### src/verilog/cpuPkg.sv
package cpuPkg;

  // ~~~~~~~~~~~~~~~~~~~~
  // widths and register numbers.
  localparam int dataWidth = 32;
  localparam int regCount = 16;
  localparam int regIndexWidth = $clog2(regCount);

  typedef logic [dataWidth-1:0] wordT;
  typedef logic [regIndexWidth-1:0] regIndexT;

  // flag word bits are equal (0), less (1) and greater (2).
  localparam regIndexT flagReg = regIndexT'(1);

  // ~~~~~~~~~~~~~~~~~~~~
  // encodings.
  typedef enum logic [5:0] {
    opMove         = 6'd1,
    opLoadImm      = 6'd2,
    opLoadIndirect = 6'd3,
    opLoadOffset   = 6'd4,
    opLoadAbs      = 6'd6,
    opStoreAbs     = 6'd7,
    opStoreOffset  = 6'd8,
    opCompareReg   = 6'd13,
    opCompareImm   = 6'd14,
    opSetEqual     = 6'd15,
    opSetLess      = 6'd17,
    opJump         = 6'd19,
    opJumpNotEqual = 6'd20,
    opJumpEqual    = 6'd21,
    opJumpZero     = 6'd22,
    opJumpNonzero  = 6'd23,
    opAddImm       = 6'd28,
    opAdd          = 6'd29,
    opSubImm       = 6'd30,
    opSub          = 6'd31,
    opShiftLeft    = 6'd35,
    opShiftRight   = 6'd36
  } opcodeE;

  typedef enum logic [1:0] {memError = 2'd0, memBusy = 2'd1, memDone = 2'd2} memStatusE;

  typedef enum logic [1:0] {
    fetchFault    = 2'd0,
    dataWordFault = 2'd1,
    accessFault   = 2'd2,
    illegalOp     = 2'd3
  } haltCodeE;

  typedef enum logic [1:0] {memNone, memLoad, memStore} memKindE;

  typedef enum logic [2:0] {
    jumpNone,
    jumpAlways,
    jumpFlagEqualClear,
    jumpFlagEqualSet,
    jumpZero,
    jumpNonzero
  } jumpKindE;

  // ~~~~~~~~~~~~~~~~~~~~
  // structs.
  typedef struct packed {
    logic [7:0] fieldC;
    logic [7:0] fieldB;
    logic [7:0] fieldA;
    logic [1:0] reserved;
    logic [5:0] opcode;
  } instrT;

  typedef struct packed {
    opcodeE   opcode;
    regIndexT indexA;
    regIndexT indexB;
    regIndexT indexC;
    logic     hasDataWord;
    memKindE  memKind;
    jumpKindE jumpKind;
    logic     writesReg;
    logic     writesFlags;
    logic     legal;
  } decodedT;

  typedef struct packed {
    logic readStrobe;
    logic writeStrobe;
    wordT address;
    wordT writeData;
  } memRequestT;

  typedef struct packed {
    memStatusE status;
    wordT      readData;
  } memResponseT;

endpackage

### src/verilog/instrDecoder.sv
`timescale 1ns/1ps

module instrDecoder (
  input  cpuPkg::instrT   instr,
  output cpuPkg::decodedT decoded
);

  always_comb begin
    decoded = '0;
    decoded.opcode = cpuPkg::opcodeE'(instr.opcode);
    // only the low four bits of each field select a register.
    decoded.indexA = instr.fieldA[3:0];
    decoded.indexB = instr.fieldB[3:0];
    decoded.indexC = instr.fieldC[3:0];
    decoded.legal = 1'b1;
    case (instr.opcode)
      cpuPkg::opMove, cpuPkg::opSetEqual, cpuPkg::opSetLess, cpuPkg::opAdd,
      cpuPkg::opSub, cpuPkg::opShiftLeft, cpuPkg::opShiftRight: begin
        decoded.writesReg = 1'b1;
      end
      cpuPkg::opLoadImm, cpuPkg::opAddImm, cpuPkg::opSubImm: begin
        decoded.hasDataWord = 1'b1;
        decoded.writesReg = 1'b1;
      end
      cpuPkg::opLoadIndirect: begin
        decoded.memKind = cpuPkg::memLoad;
        decoded.writesReg = 1'b1;
      end
      cpuPkg::opLoadOffset, cpuPkg::opLoadAbs: begin
        decoded.hasDataWord = 1'b1;
        decoded.memKind = cpuPkg::memLoad;
        decoded.writesReg = 1'b1;
      end
      cpuPkg::opStoreAbs, cpuPkg::opStoreOffset: begin
        decoded.hasDataWord = 1'b1;
        decoded.memKind = cpuPkg::memStore;
      end
      cpuPkg::opCompareReg: begin
        decoded.writesFlags = 1'b1;
      end
      cpuPkg::opCompareImm: begin
        decoded.hasDataWord = 1'b1;
        decoded.writesFlags = 1'b1;
      end
      cpuPkg::opJump: begin
        decoded.hasDataWord = 1'b1;
        decoded.jumpKind = cpuPkg::jumpAlways;
      end
      // flag jumps read the flag word through port A.
      cpuPkg::opJumpNotEqual: begin
        decoded.hasDataWord = 1'b1;
        decoded.jumpKind = cpuPkg::jumpFlagEqualClear;
        decoded.indexA = cpuPkg::flagReg;
      end
      cpuPkg::opJumpEqual: begin
        decoded.hasDataWord = 1'b1;
        decoded.jumpKind = cpuPkg::jumpFlagEqualSet;
        decoded.indexA = cpuPkg::flagReg;
      end
      cpuPkg::opJumpZero: begin
        decoded.hasDataWord = 1'b1;
        decoded.jumpKind = cpuPkg::jumpZero;
      end
      cpuPkg::opJumpNonzero: begin
        decoded.hasDataWord = 1'b1;
        decoded.jumpKind = cpuPkg::jumpNonzero;
      end
      default: begin
        decoded.legal = 1'b0;
      end
    endcase
  end

endmodule

### src/verilog/registerFile.sv
`timescale 1ns/1ps

module registerFile (
  input  logic             clk,
  input  logic             rstN,
  input  cpuPkg::regIndexT readIndexA,
  input  cpuPkg::regIndexT readIndexB,
  input  cpuPkg::regIndexT readIndexC,
  output cpuPkg::wordT     readDataA,
  output cpuPkg::wordT     readDataB,
  output cpuPkg::wordT     readDataC,
  input  logic             writeEnable,
  input  cpuPkg::regIndexT writeIndex,
  input  cpuPkg::wordT     writeData
);

  cpuPkg::wordT regs [cpuPkg::regCount];

  always_ff @(posedge clk or negedge rstN) begin
    if (!rstN) begin
      for (int i = 0; i < cpuPkg::regCount; i++) begin
        regs[i] <= '0;
      end
    end else if (writeEnable) begin
      regs[writeIndex] <= writeData;
    end
  end

  // reads see the old value in a write cycle.
  assign readDataA = regs[readIndexA];
  assign readDataB = regs[readIndexB];
  assign readDataC = regs[readIndexC];

endmodule

### src/verilog/executeUnit.sv
`timescale 1ns/1ps

module executeUnit (
  input  cpuPkg::decodedT decoded,
  input  cpuPkg::wordT    operandA,
  input  cpuPkg::wordT    operandB,
  input  cpuPkg::wordT    operandC,
  input  cpuPkg::wordT    dataWord,
  input  cpuPkg::wordT    loadData,
  output cpuPkg::wordT    result,
  output cpuPkg::wordT    dataAddress,
  output logic            takeJump
);

  // unsigned compare packed into the flag word layout.
  function automatic cpuPkg::wordT flagWord(input cpuPkg::wordT lhs, input cpuPkg::wordT rhs);
    flagWord = '0;
    flagWord[0] = (lhs == rhs);
    flagWord[1] = (lhs < rhs);
    flagWord[2] = (lhs > rhs);
  endfunction

  always_comb begin
    case (decoded.opcode)
      cpuPkg::opMove:         result = operandB;
      cpuPkg::opLoadImm:      result = dataWord;
      cpuPkg::opLoadIndirect,
      cpuPkg::opLoadOffset,
      cpuPkg::opLoadAbs:      result = loadData;
      cpuPkg::opCompareReg:   result = flagWord(operandA, operandB);
      cpuPkg::opCompareImm:   result = flagWord(operandA, dataWord);
      cpuPkg::opSetEqual:     result = cpuPkg::wordT'(operandB == operandC);
      cpuPkg::opSetLess:      result = cpuPkg::wordT'(operandB < operandC);
      cpuPkg::opAddImm:       result = operandB + dataWord;
      cpuPkg::opAdd:          result = operandB + operandC;
      cpuPkg::opSubImm:       result = operandB - dataWord;
      cpuPkg::opSub:          result = operandB - operandC;
      cpuPkg::opShiftLeft:    result = operandB << operandC[4:0];
      cpuPkg::opShiftRight:   result = operandB >> operandC[4:0];
      default:                result = '0;
    endcase
  end

  always_comb begin
    case (decoded.opcode)
      cpuPkg::opLoadIndirect: dataAddress = operandB;
      cpuPkg::opLoadOffset:   dataAddress = dataWord + operandB;
      cpuPkg::opStoreOffset:  dataAddress = dataWord + operandA;
      default:                dataAddress = dataWord;
    endcase
  end

  // for flag jumps operandA carries the flag word.
  always_comb begin
    case (decoded.jumpKind)
      cpuPkg::jumpAlways:         takeJump = 1'b1;
      cpuPkg::jumpFlagEqualClear: takeJump = !operandA[0];
      cpuPkg::jumpFlagEqualSet:   takeJump = operandA[0];
      cpuPkg::jumpZero:           takeJump = (operandA == '0);
      cpuPkg::jumpNonzero:        takeJump = (operandA != '0);
      default:                    takeJump = 1'b0;
    endcase
  end

endmodule

### src/verilog/controlSequencer.sv
`timescale 1ns/1ps

module controlSequencer (
  input  logic                clk,
  input  logic                rstN,
  input  cpuPkg::memResponseT memResponse,
  output cpuPkg::memRequestT  memRequest,
  input  cpuPkg::decodedT     decoded,
  output cpuPkg::instrT       instrWord,
  input  cpuPkg::wordT        operandA,
  input  cpuPkg::wordT        operandB,
  input  cpuPkg::wordT        operandC,
  output cpuPkg::wordT        latchedA,
  output cpuPkg::wordT        latchedB,
  output cpuPkg::wordT        latchedC,
  output cpuPkg::wordT        dataWord,
  output cpuPkg::wordT        loadData,
  input  cpuPkg::wordT        result,
  input  cpuPkg::wordT        dataAddress,
  input  logic                takeJump,
  output logic                regWriteEnable,
  output cpuPkg::regIndexT    regWriteIndex,
  output cpuPkg::wordT        regWriteData,
  output logic                halted,
  output cpuPkg::haltCodeE    haltCode,
  output cpuPkg::wordT        haltData
);

  typedef enum logic [2:0] {
    stFetch,
    stFetchWait,
    stOperand,
    stDataWait,
    stAccess,
    stAccessWait,
    stWriteback,
    stHalt
  } stateE;

  stateE        state;
  cpuPkg::wordT ipointer;
  logic         readStrobe;
  logic         writeStrobe;
  cpuPkg::wordT requestAddress;
  cpuPkg::wordT requestData;
  logic         respDone;
  logic         respError;
  logic         needsAccess;
  cpuPkg::wordT nextPointer;

  assign respDone = (memResponse.status == cpuPkg::memDone);
  assign respError = (memResponse.status == cpuPkg::memError);
  assign needsAccess = (decoded.memKind != cpuPkg::memNone);
  assign nextPointer = takeJump ? dataWord : ipointer + (decoded.hasDataWord ? 32'd8 : 32'd4);

  // ~~~~~~~~~~~~~~~~~~~~
  // state, pointer, strobes and halt status.
  always_ff @(posedge clk or negedge rstN) begin
    if (!rstN) begin
      state <= stFetch;
      ipointer <= '0;
      readStrobe <= 1'b0;
      writeStrobe <= 1'b0;
      haltCode <= cpuPkg::fetchFault;
      haltData <= '0;
    end else begin
      // strobes last a single cycle.
      readStrobe <= 1'b0;
      writeStrobe <= 1'b0;
      case (state)
        stFetch: begin
          readStrobe <= 1'b1;
          state <= stFetchWait;
        end
        stFetchWait: begin
          if (respDone) begin
            state <= stOperand;
          end else if (respError) begin
            haltCode <= cpuPkg::fetchFault;
            haltData <= requestAddress;
            state <= stHalt;
          end
        end
        stOperand: begin
          if (!decoded.legal) begin
            haltCode <= cpuPkg::illegalOp;
            haltData <= ipointer;
            state <= stHalt;
          end else if (decoded.hasDataWord) begin
            readStrobe <= 1'b1;
            state <= stDataWait;
          end else if (needsAccess) begin
            state <= stAccess;
          end else begin
            state <= stWriteback;
          end
        end
        stDataWait: begin
          if (respDone) begin
            state <= needsAccess ? stAccess : stWriteback;
          end else if (respError) begin
            haltCode <= cpuPkg::dataWordFault;
            haltData <= requestAddress;
            state <= stHalt;
          end
        end
        stAccess: begin
          readStrobe <= (decoded.memKind == cpuPkg::memLoad);
          writeStrobe <= (decoded.memKind == cpuPkg::memStore);
          state <= stAccessWait;
        end
        stAccessWait: begin
          if (respDone) begin
            state <= stWriteback;
          end else if (respError) begin
            haltCode <= cpuPkg::accessFault;
            haltData <= requestAddress;
            state <= stHalt;
          end
        end
        stWriteback: begin
          ipointer <= nextPointer;
          readStrobe <= 1'b1;
          state <= stFetchWait;
        end
        default: begin
          state <= stHalt;
        end
      endcase
    end
  end

  // ~~~~~~~~~~~~~~~~~~~~
  // per-instruction words and request payload.
  always_ff @(posedge clk) begin
    case (state)
      stFetch: begin
        requestAddress <= ipointer;
      end
      stFetchWait: begin
        if (respDone) begin
          instrWord <= cpuPkg::instrT'(memResponse.readData);
        end
      end
      stOperand: begin
        latchedA <= operandA;
        latchedB <= operandB;
        latchedC <= operandC;
        requestAddress <= ipointer + 32'd4;
      end
      stDataWait: begin
        if (respDone) begin
          dataWord <= memResponse.readData;
        end
      end
      stAccess: begin
        requestAddress <= dataAddress;
        requestData <= latchedB;
      end
      stAccessWait: begin
        if (respDone) begin
          loadData <= memResponse.readData;
        end
      end
      stWriteback: begin
        requestAddress <= nextPointer;
      end
      default: begin
      end
    endcase
  end

  assign memRequest = '{
    readStrobe: readStrobe,
    writeStrobe: writeStrobe,
    address: requestAddress,
    writeData: requestData
  };

  // compares go to the flag register, everything else to field A.
  assign regWriteEnable = (state == stWriteback) && (decoded.writesReg || decoded.writesFlags);
  assign regWriteIndex = decoded.writesFlags ? cpuPkg::flagReg : decoded.indexA;
  assign regWriteData = result;
  assign halted = (state == stHalt);

endmodule

### src/verilog/cpuCore.sv
`timescale 1ns/1ps

module cpuCore (
  input  logic                clk,
  input  logic                rstN,
  output cpuPkg::memRequestT  memRequest,
  input  cpuPkg::memResponseT memResponse,
  output logic                halted,
  output cpuPkg::haltCodeE    haltCode,
  output cpuPkg::wordT        haltData
);

  cpuPkg::instrT    instrWord;
  cpuPkg::decodedT  decoded;
  cpuPkg::wordT     operandA;
  cpuPkg::wordT     operandB;
  cpuPkg::wordT     operandC;
  cpuPkg::wordT     latchedA;
  cpuPkg::wordT     latchedB;
  cpuPkg::wordT     latchedC;
  cpuPkg::wordT     dataWord;
  cpuPkg::wordT     loadData;
  cpuPkg::wordT     result;
  cpuPkg::wordT     dataAddress;
  logic             takeJump;
  logic             regWriteEnable;
  cpuPkg::regIndexT regWriteIndex;
  cpuPkg::wordT     regWriteData;

  controlSequencer i_controlSequencer (
    .clk(clk),
    .rstN(rstN),
    .memResponse(memResponse),
    .memRequest(memRequest),
    .decoded(decoded),
    .instrWord(instrWord),
    .operandA(operandA),
    .operandB(operandB),
    .operandC(operandC),
    .latchedA(latchedA),
    .latchedB(latchedB),
    .latchedC(latchedC),
    .dataWord(dataWord),
    .loadData(loadData),
    .result(result),
    .dataAddress(dataAddress),
    .takeJump(takeJump),
    .regWriteEnable(regWriteEnable),
    .regWriteIndex(regWriteIndex),
    .regWriteData(regWriteData),
    .halted(halted),
    .haltCode(haltCode),
    .haltData(haltData)
  );

  instrDecoder i_instrDecoder (
    .instr(instrWord),
    .decoded(decoded)
  );

  // read ports are addressed straight from the decode.
  registerFile i_registerFile (
    .clk(clk),
    .rstN(rstN),
    .readIndexA(decoded.indexA),
    .readIndexB(decoded.indexB),
    .readIndexC(decoded.indexC),
    .readDataA(operandA),
    .readDataB(operandB),
    .readDataC(operandC),
    .writeEnable(regWriteEnable),
    .writeIndex(regWriteIndex),
    .writeData(regWriteData)
  );

  executeUnit i_executeUnit (
    .decoded(decoded),
    .operandA(latchedA),
    .operandB(latchedB),
    .operandC(latchedC),
    .dataWord(dataWord),
    .loadData(loadData),
    .result(result),
    .dataAddress(dataAddress),
    .takeJump(takeJump)
  );

endmodule

### config.mk
export PLATFORM = sky130hd
export DESIGN_NAME = cpuCore
export DESIGN_NICKNAME = d
export VERILOG_FILES = /design/src/verilog/cpuPkg.sv /design/src/verilog/instrDecoder.sv /design/src/verilog/registerFile.sv /design/src/verilog/executeUnit.sv /design/src/verilog/controlSequencer.sv /design/src/verilog/cpuCore.sv
export SDC_FILE = /design/constraint.sdc
export NUM_CORES = 2
export LEC_CHECK = 0
export BUFFER_PORTS_ARGS = -buffer_cell sky130_fd_sc_hd__buf_2
export CORE_ASPECT_RATIO = 1.1
export CORE_UTILIZATION = 57
export DETAILED_ROUTE_END_ITERATION = 8
export PLACE_DENSITY_LB_ADDON = 0.08
export RECOVER_POWER = 50
export SLEW_MARGIN = 20
export SYNTH_ARGS = -nofsm -noshare
export SYNTH_HDL_FRONTEND = slang
export SYNTH_SLANG_ARGS = --single-unit
### constraint.sdc
create_clock -name clk -period 4.5 [get_ports clk]
set_input_delay 1.35 -clock clk [delete_from_list [all_inputs] [get_ports clk]]
set_output_delay 1.35 -clock clk [all_outputs]
set_load 0.02 [all_outputs]
# Word-level counts from Yosys, hierarchy flattened
# Cells that the tools add are included.
[totals] register_bits=825 in_bits=36 output_inout_bits=101 wordCells=181
[classes] add_sub_neg=7 magnitude_cmp=10 eq_ne=49 shifts=2 n_mux=50 bitwise_logic=4 n_reduce_logical=26
[op_table] cell="$bwmux 512" n=1
[op_table] cell="$pmux 32 s13" n=1
[op_table] cell="$bmux 32 s4" n=3
[op_table] cell="$mux 32" n=11
[op_table] cell="$add 32x32->32" n=4
[op_table] cell="$demux 32 s4" n=1
[op_table] cell="$pmux 32 s4" n=1
[op_table] cell="$eq 32x32->1" n=3
[op_table] cell="$lt 32x32->1" n=3
[op_table] cell="$pmux 32 s3" n=1
[op_table] cell="$gt 32x32->1" n=2
[op_table] cell="$pmux 32 s2" n=1
[op_table] cell="$sub 32x32->32" n=2
[op_table] cell="$eq 6x5->1 const B" n=10
[op_table] cell="$add 32x3->32 const B" n=1
[op_table] cell="$logic_not 32->1" n=1
[op_table] cell="$reduce_bool 32->1" n=1
[op_table] cell="$shl 32x5->32" n=1
[op_table] cell="$shr 32x5->32" n=1
[op_table] cell="$reduce_or 13->1" n=2
[op_table] cell="$eq 6x4->1 const B" n=4
[op_table] cell="$reduce_or 22->1" n=1
[op_table] cell="$ge 5x5->1 const B" n=4
[op_table] cell="$not 4->5" n=4
[op_table] cell="34 further kinds" n=84

# Logic depth before layout (Yosys ltp)
[depth] word_depth=10 mapped_depth=24 mapped_depth_nobuf=19

# By module
# From an unflattened synthesis, not the netlist that was laid out.
[unflattened] cells_unflattened=5239 hier_area_um2=58905.2
[by_module_without_submodules] mod="registerFile" instances=1 cells_per_inst=1948 area_per_inst_um2=30220.2 seq_area_each_um2=12812.3
[by_module_without_submodules] mod="executeUnit" instances=1 cells_per_inst=2173 area_per_inst_um2=14596.5 seq_area_each_um2=0.0
[by_module_without_submodules] mod="controlSequencer" instances=1 cells_per_inst=1051 area_per_inst_um2=13673.1 seq_area_each_um2=9464.1
[by_module_without_submodules] mod="instrDecoder" instances=1 cells_per_inst=67 area_per_inst_um2=415.4 seq_area_each_um2=0.0

# Least setup slack after synthesis
# OpenSTA, ideal clock, no wires.
[synth_path] path_kind="register -> register" startpoint="register i_controlSequencer.latchedC[1]" endpoint="register i_registerFile.regs[317] (netlist bit)" setup_time_ns=0.133 arrival_ns=4.684 required_time_ns=4.367 slack_ns=-0.317 path_stages_with_launch=24 path_buffers=5 synth_period_minus_slack_ns=4.817 cell_sequence="edfxtp_1 > buf_2 > buf_2 > inv_1 > buf_2 > ha_1 > nand2_1 > nor3_2 > and3_1 > xnor2_1 > o21ai_0 > ha_1 > clkbuf_1 > a21oi_1 > o21ai_0 > a221oi_1 > nor2_1 > a211o_1 > a21oi_1 > o21ai_0 > xnor2_1 > a2111oi_4 > buf_2 > a21oi_1"
[synth_via] elab_chain_cells=3 word_cells_on_any_way=6 cone_classes="2 x add/sub; 2 x shift; 2 x mux"
[synth_rtl] item="start: declaration" line_no="controlSequencer.sv:15" text="output cpuPkg::wordT latchedC,"
[synth_rtl] item="start signal: assignment" line_no="controlSequencer.sv:148" text="latchedC <= operandC;"
[synth_rtl] item="$sub 32x32->32 (tied with other cells)" line_no="executeUnit.sv:37" text="cpuPkg::opSub: result = operandB - operandC;"
[synth_rtl] item="$pmux 32 s13 *" line_no="executeUnit.sv:24" text="case (decoded.opcode)"
[synth_rtl] item="$bwmux 512 *" line_no="registerFile.sv:25" text="regs[writeIndex] <= writeData;"
[synth_rtl] item="end signal: indexed assignment" line_no="registerFile.sv:25"
[synth_rtl] item="end: declaration" line_no="registerFile.sv:17" text="cpuPkg::wordT regs [cpuPkg::regCount];"
# Every way passes the cells marked *; elsewhere a longest branch is shown, timed or not.
# A chain may end at the register's enable or synchronous reset.

# Worst setup path in the final report
[layout_path] startpoint="register i_controlSequencer.latchedB[19]" endpoint="register i_registerFile.regs[124] (netlist bit)"
[layout_via] elab_chain_cells=3 word_cells_on_any_way=8 cone_classes="4 x add/sub; 2 x shift; 2 x mux"
[layout_rtl] item="start: declaration" line_no="controlSequencer.sv:14" text="output cpuPkg::wordT latchedB,"
[layout_rtl] item="start signal: assignment" line_no="controlSequencer.sv:147" text="latchedB <= operandB;"
[layout_rtl] item="$sub 32x32->32 (tied with other cells)" line_no="executeUnit.sv:37"
[layout_rtl] item="$pmux 32 s13 *" line_no="executeUnit.sv:24"
[layout_rtl] item="$bwmux 512 *" line_no="registerFile.sv:25"
# Marked as above.

==> results.md <==
- Outcome: finished, violations left
- Failing checks: DRC, capacitance limit, slew limit, setup timing
- Register bit total from synthesis: slightly above 800
- Arr. time, crit path: between 5 and 6 ns
- Peak VDD IR: roughly 0.31 mV
- Chip width: between 300 and 400 um
- Max clock buf depth: 3
- Row Count: approximately 120
- DR vias/cell: 7.12
- Synth Area in Compound Gates: 18.1%
- Worst-margin pin slew: between 2 and 2.5 ns
- Share of cells above drive strength 1: a little over a fifth
- Post-route cell area: about 0.066 mm^2
- CTS Buf Count: 88
- CP peak stage delay: ~0.9 ns
- Drc violations: 4
- Library cells used by synthesis: between 90 and 100
- DRT iter0 DRCs: roughly 6900
- Fmax: approximately 220 MHz
- Worst skew pair latency: between 0.7 and 0.8 ns
- Crit-path cells: clkbuf_1 > ha_1 > a21oi_1 > o21ai_0 > a21oi_1 > o21a_1 > a31o_2 > o21a_1 > xnor2_1 > and2_1 > a2111oi_4 > buf_6 > buf_12 > o21ai_1
- Pwr dens: roughly 240 mW/mm^2
- Final wirelength: between 200000 and 250000 um
- Share of the yosys chip area belonging to registers: a little under two fifths
- Final HPWL from detailed placement: roughly 170000 um
- Mapped Nets: between 6000 and 7000
- CTS Sinks: 825
- Commonest non-fill, non-tap cells in the layout: nand2_1 (698), dfrtp_1 (583), nor2_1 (569), a21oi_1 (560), o21ai_0 (436)
- Worst-path clk slew: ~0.06 ns
- Syn avg cell area: slightly below 10 um^2
- Cts hold-fix bufs: 0
- Hold Fails Final Rpt: 0
- Wire per inst: ~32 um
- H-Tree Depth: 3
- GRT overflow: 0
- Layout net count: ~6300
- Final min period: about 4.7 ns
- Global-route wire length before repair: ~340000 um
- EDFF count, synth: around 240
- Die area: a little over 0.1 mm^2
- TritonRoute pass-1 iters: 9
- Buf/Inv on CP: 3
- Period utilisation layout: 103%
- Placement Cell Area: 0.0623 mm^2
- CP Data Required Time: roughly 5.1 ns
- Die Y: 336 um
- Lkg Pwr: between 20 and 30 nW
- Asr flop ratio synth: 70.7%
- Crit path kind: reg -> reg
- Area delta synth->final: 14.7%
- CTS Root Cell: clkbuf_16
- Synth warn: 0
- Overall power: 0.0157 W
- CP Max Fanout: 12
- Commonest non-fill, non-tap cell in the layout: nand2_1
- CP endpoint kind: flip-flop
- Overall Global Routing Usage: ~46%
- Initial antenna violation count: 13
- I/O Buffers: 136
- Worst path slowest cell: clkbuf_1
- Synth Area in Simple Gates: 13.1%
- Max transition margin: -52.8%
- Largest net degree at the start of global routing: about 130
- Max_cap viols: 4
- Final WS setup: -0.151 ns
- Post-Synth XOR/XNOR Area: 2.46%
- Setup violators final: ~150
- Mux cell area share after synthesis: 19.5%
- Place WS: -0.386 ns
- Hold Crit Class: reg -> reg
- R2R setup slack: -0.15 ns
- Cell family with most CP delay: compound AO/OA/AOI/OAI gates
- Max-slew violation count: a little over 200
- RSZ-0062 raised after global routing: yes
- Mapped Area: between 0.05 and 0.06 mm^2
- Core area: roughly 0.1 mm^2
- DRT antenna net count: 0
- Number of global-route vias before repair: 50700
- Vias: 53300
- Number of I/O pins: approximately 140
- Mapped Cells: a little under 6000
- Global placement routability congestion: 1.06
- Most used flip-flop cell after synthesis: dfrtp_1
- Largest family of logic cells by synthesized area: multiplexers
- CTS tree: yes
- Hold WS: between 0.4 and 0.5 ns
- Critical Path Source Type: flip-flop
- Initial core utilization: 57.5%
- Adder-Cell Fraction of Synth Area: under 10%
- Layout Skew: ~0.029 ns
what timing repair did:
item | 4_1_cts | 5_1_grt
gates resized for setup | 39 | 184
pin swaps | 6 | 41
setup endpoints to repair | 188 | 265
cloned | 1 | 8
hold endpoints to repair | 0 | 0
setup buffers | 8 | 15
cell type report:
| cell class | instances | area (um^2) |
|---|---|---|
| clock inverters | 36 | 522 |
| inverters | 157 | 592 |
| fillers | 8055 | 34300 |
| diodes | 6 | 15.0 |
| well taps | 1302 | 1630 |
| repair buffers | 604 | 4890 |
| clock buffers | 128 | 2600 |
| multi-input cells | 4428 | 34100 |
| flip-flops and latches | 825 | 21900 |
worst reg2reg max path, cell delays in order (launching register included):
cell and delay [ns]:
edfxtp_1 0.76, clkbuf_1 0.89, ha_1 0.47, a21oi_1 0.22
o21ai_0 0.15, a21oi_1 0.33, o21a_1 0.17, a31o_2 0.19
o21a_1 0.23, xnor2_1 0.14, and2_1 0.23, a2111oi_4 0.28
buf_6 0.19, buf_12 0.15, o21ai_1 0.10
cell usage after synthesis (all sizes together) (60+ instances only):
cell	instances	share of area [%]
xnor2	118	1.8
a21oi	609	5.3
inv	155	1.0
edfxtp	242	13
clkbuf	388	2.5
mux2i	131	2.3
dfrtp	583	25
buf	113	0.98
nand2	710	4.6
mux4	408	16
mux2	65	1.3
o21ai	520	4.5
ha	194	4.2
nor2	588	3.8
and3	60	0.65
a211oi	61	0.84
nor3	65	0.59
nand3	129	1.1
final timing paths:
check                                                   to                            start  depth (start not counted)
min                        i_controlSequencer.haltData[17]  i_controlSequencer.haltData[17]                          2
max in group asynchronous         i_registerFile.regs[155]                             rstN                          2
max reg2reg                       i_registerFile.regs[124]  i_controlSequencer.latchedB[19]                         14
min in group asynchronous         i_registerFile.regs[454]                             rstN                          1
max                               i_registerFile.regs[124]  i_controlSequencer.latchedB[19]                         14
min reg2reg                i_controlSequencer.haltData[17]  i_controlSequencer.haltData[17]                          2
metal layers:
| layer | GRT usage [%] | up-vias | wire [um] |
|---|---|---|---|
| met3 | 12.2 | 1051 | 29500 |
| met2 | 69.6 | 3795 | 104000 |
| met4 | 31.3 | 12 | 19800 |
| met1 | 57.9 | 26000 | 84500 |
| li1 | - | 22500 | - |
| met5 | 0 | - | 82 |
flip-flops by register name, indices dropped and copies added, names as in the netlist:
signal and cells:
i_controlSequencer.ipointer 32, i_controlSequencer.instrWord 18, i_controlSequencer.writeStrobe 1, i_controlSequencer.loadData 32
i_controlSequencer.latchedB 32, i_controlSequencer.latchedA 32, i_controlSequencer.latchedC 32, i_controlSequencer.haltData 32
i_controlSequencer.requestData 32, i_controlSequencer.dataWord 32, i_registerFile.regs 512, i_controlSequencer.requestAddress 32
i_controlSequencer.state 3, i_controlSequencer.haltCode 2, i_controlSequencer.readStrobe 1
through the flow:
step | setup TNS [ns] | instances | util (%)
after CTS | -0.00966 | 7457 | 65.4
after floorplan | 0 | 5911 | -
after global placement | -23.78 | 7284 | 62.0
final | -8.05 | 7486 | 65.9
after detailed placement | -26.42 | 7284 | 62.0
after global routing | -31.90 | 7480 | 65.9
report_power, final:
part           internal, W  total, W  switching [W]  leakage (nW)
logic            0.0000131  0.000148       0.000135          15.1
registers          0.00770   0.00770              0          10.0
clock network      0.00456   0.00785        0.00328          1.53
cell families after synthesis:
| group | Yosys count |
|---|---|
| xor gates and xnor gates | 162 |
| and+or+nand+nor | 1754 |
| DFF | 825 |
| adders and majority gates | 199 |
| buffers and inverters | 658 |
| muxes | 604 |
| AOI/OAI and AO/OA | 1709 |
(Power assumes the default switching activity.)
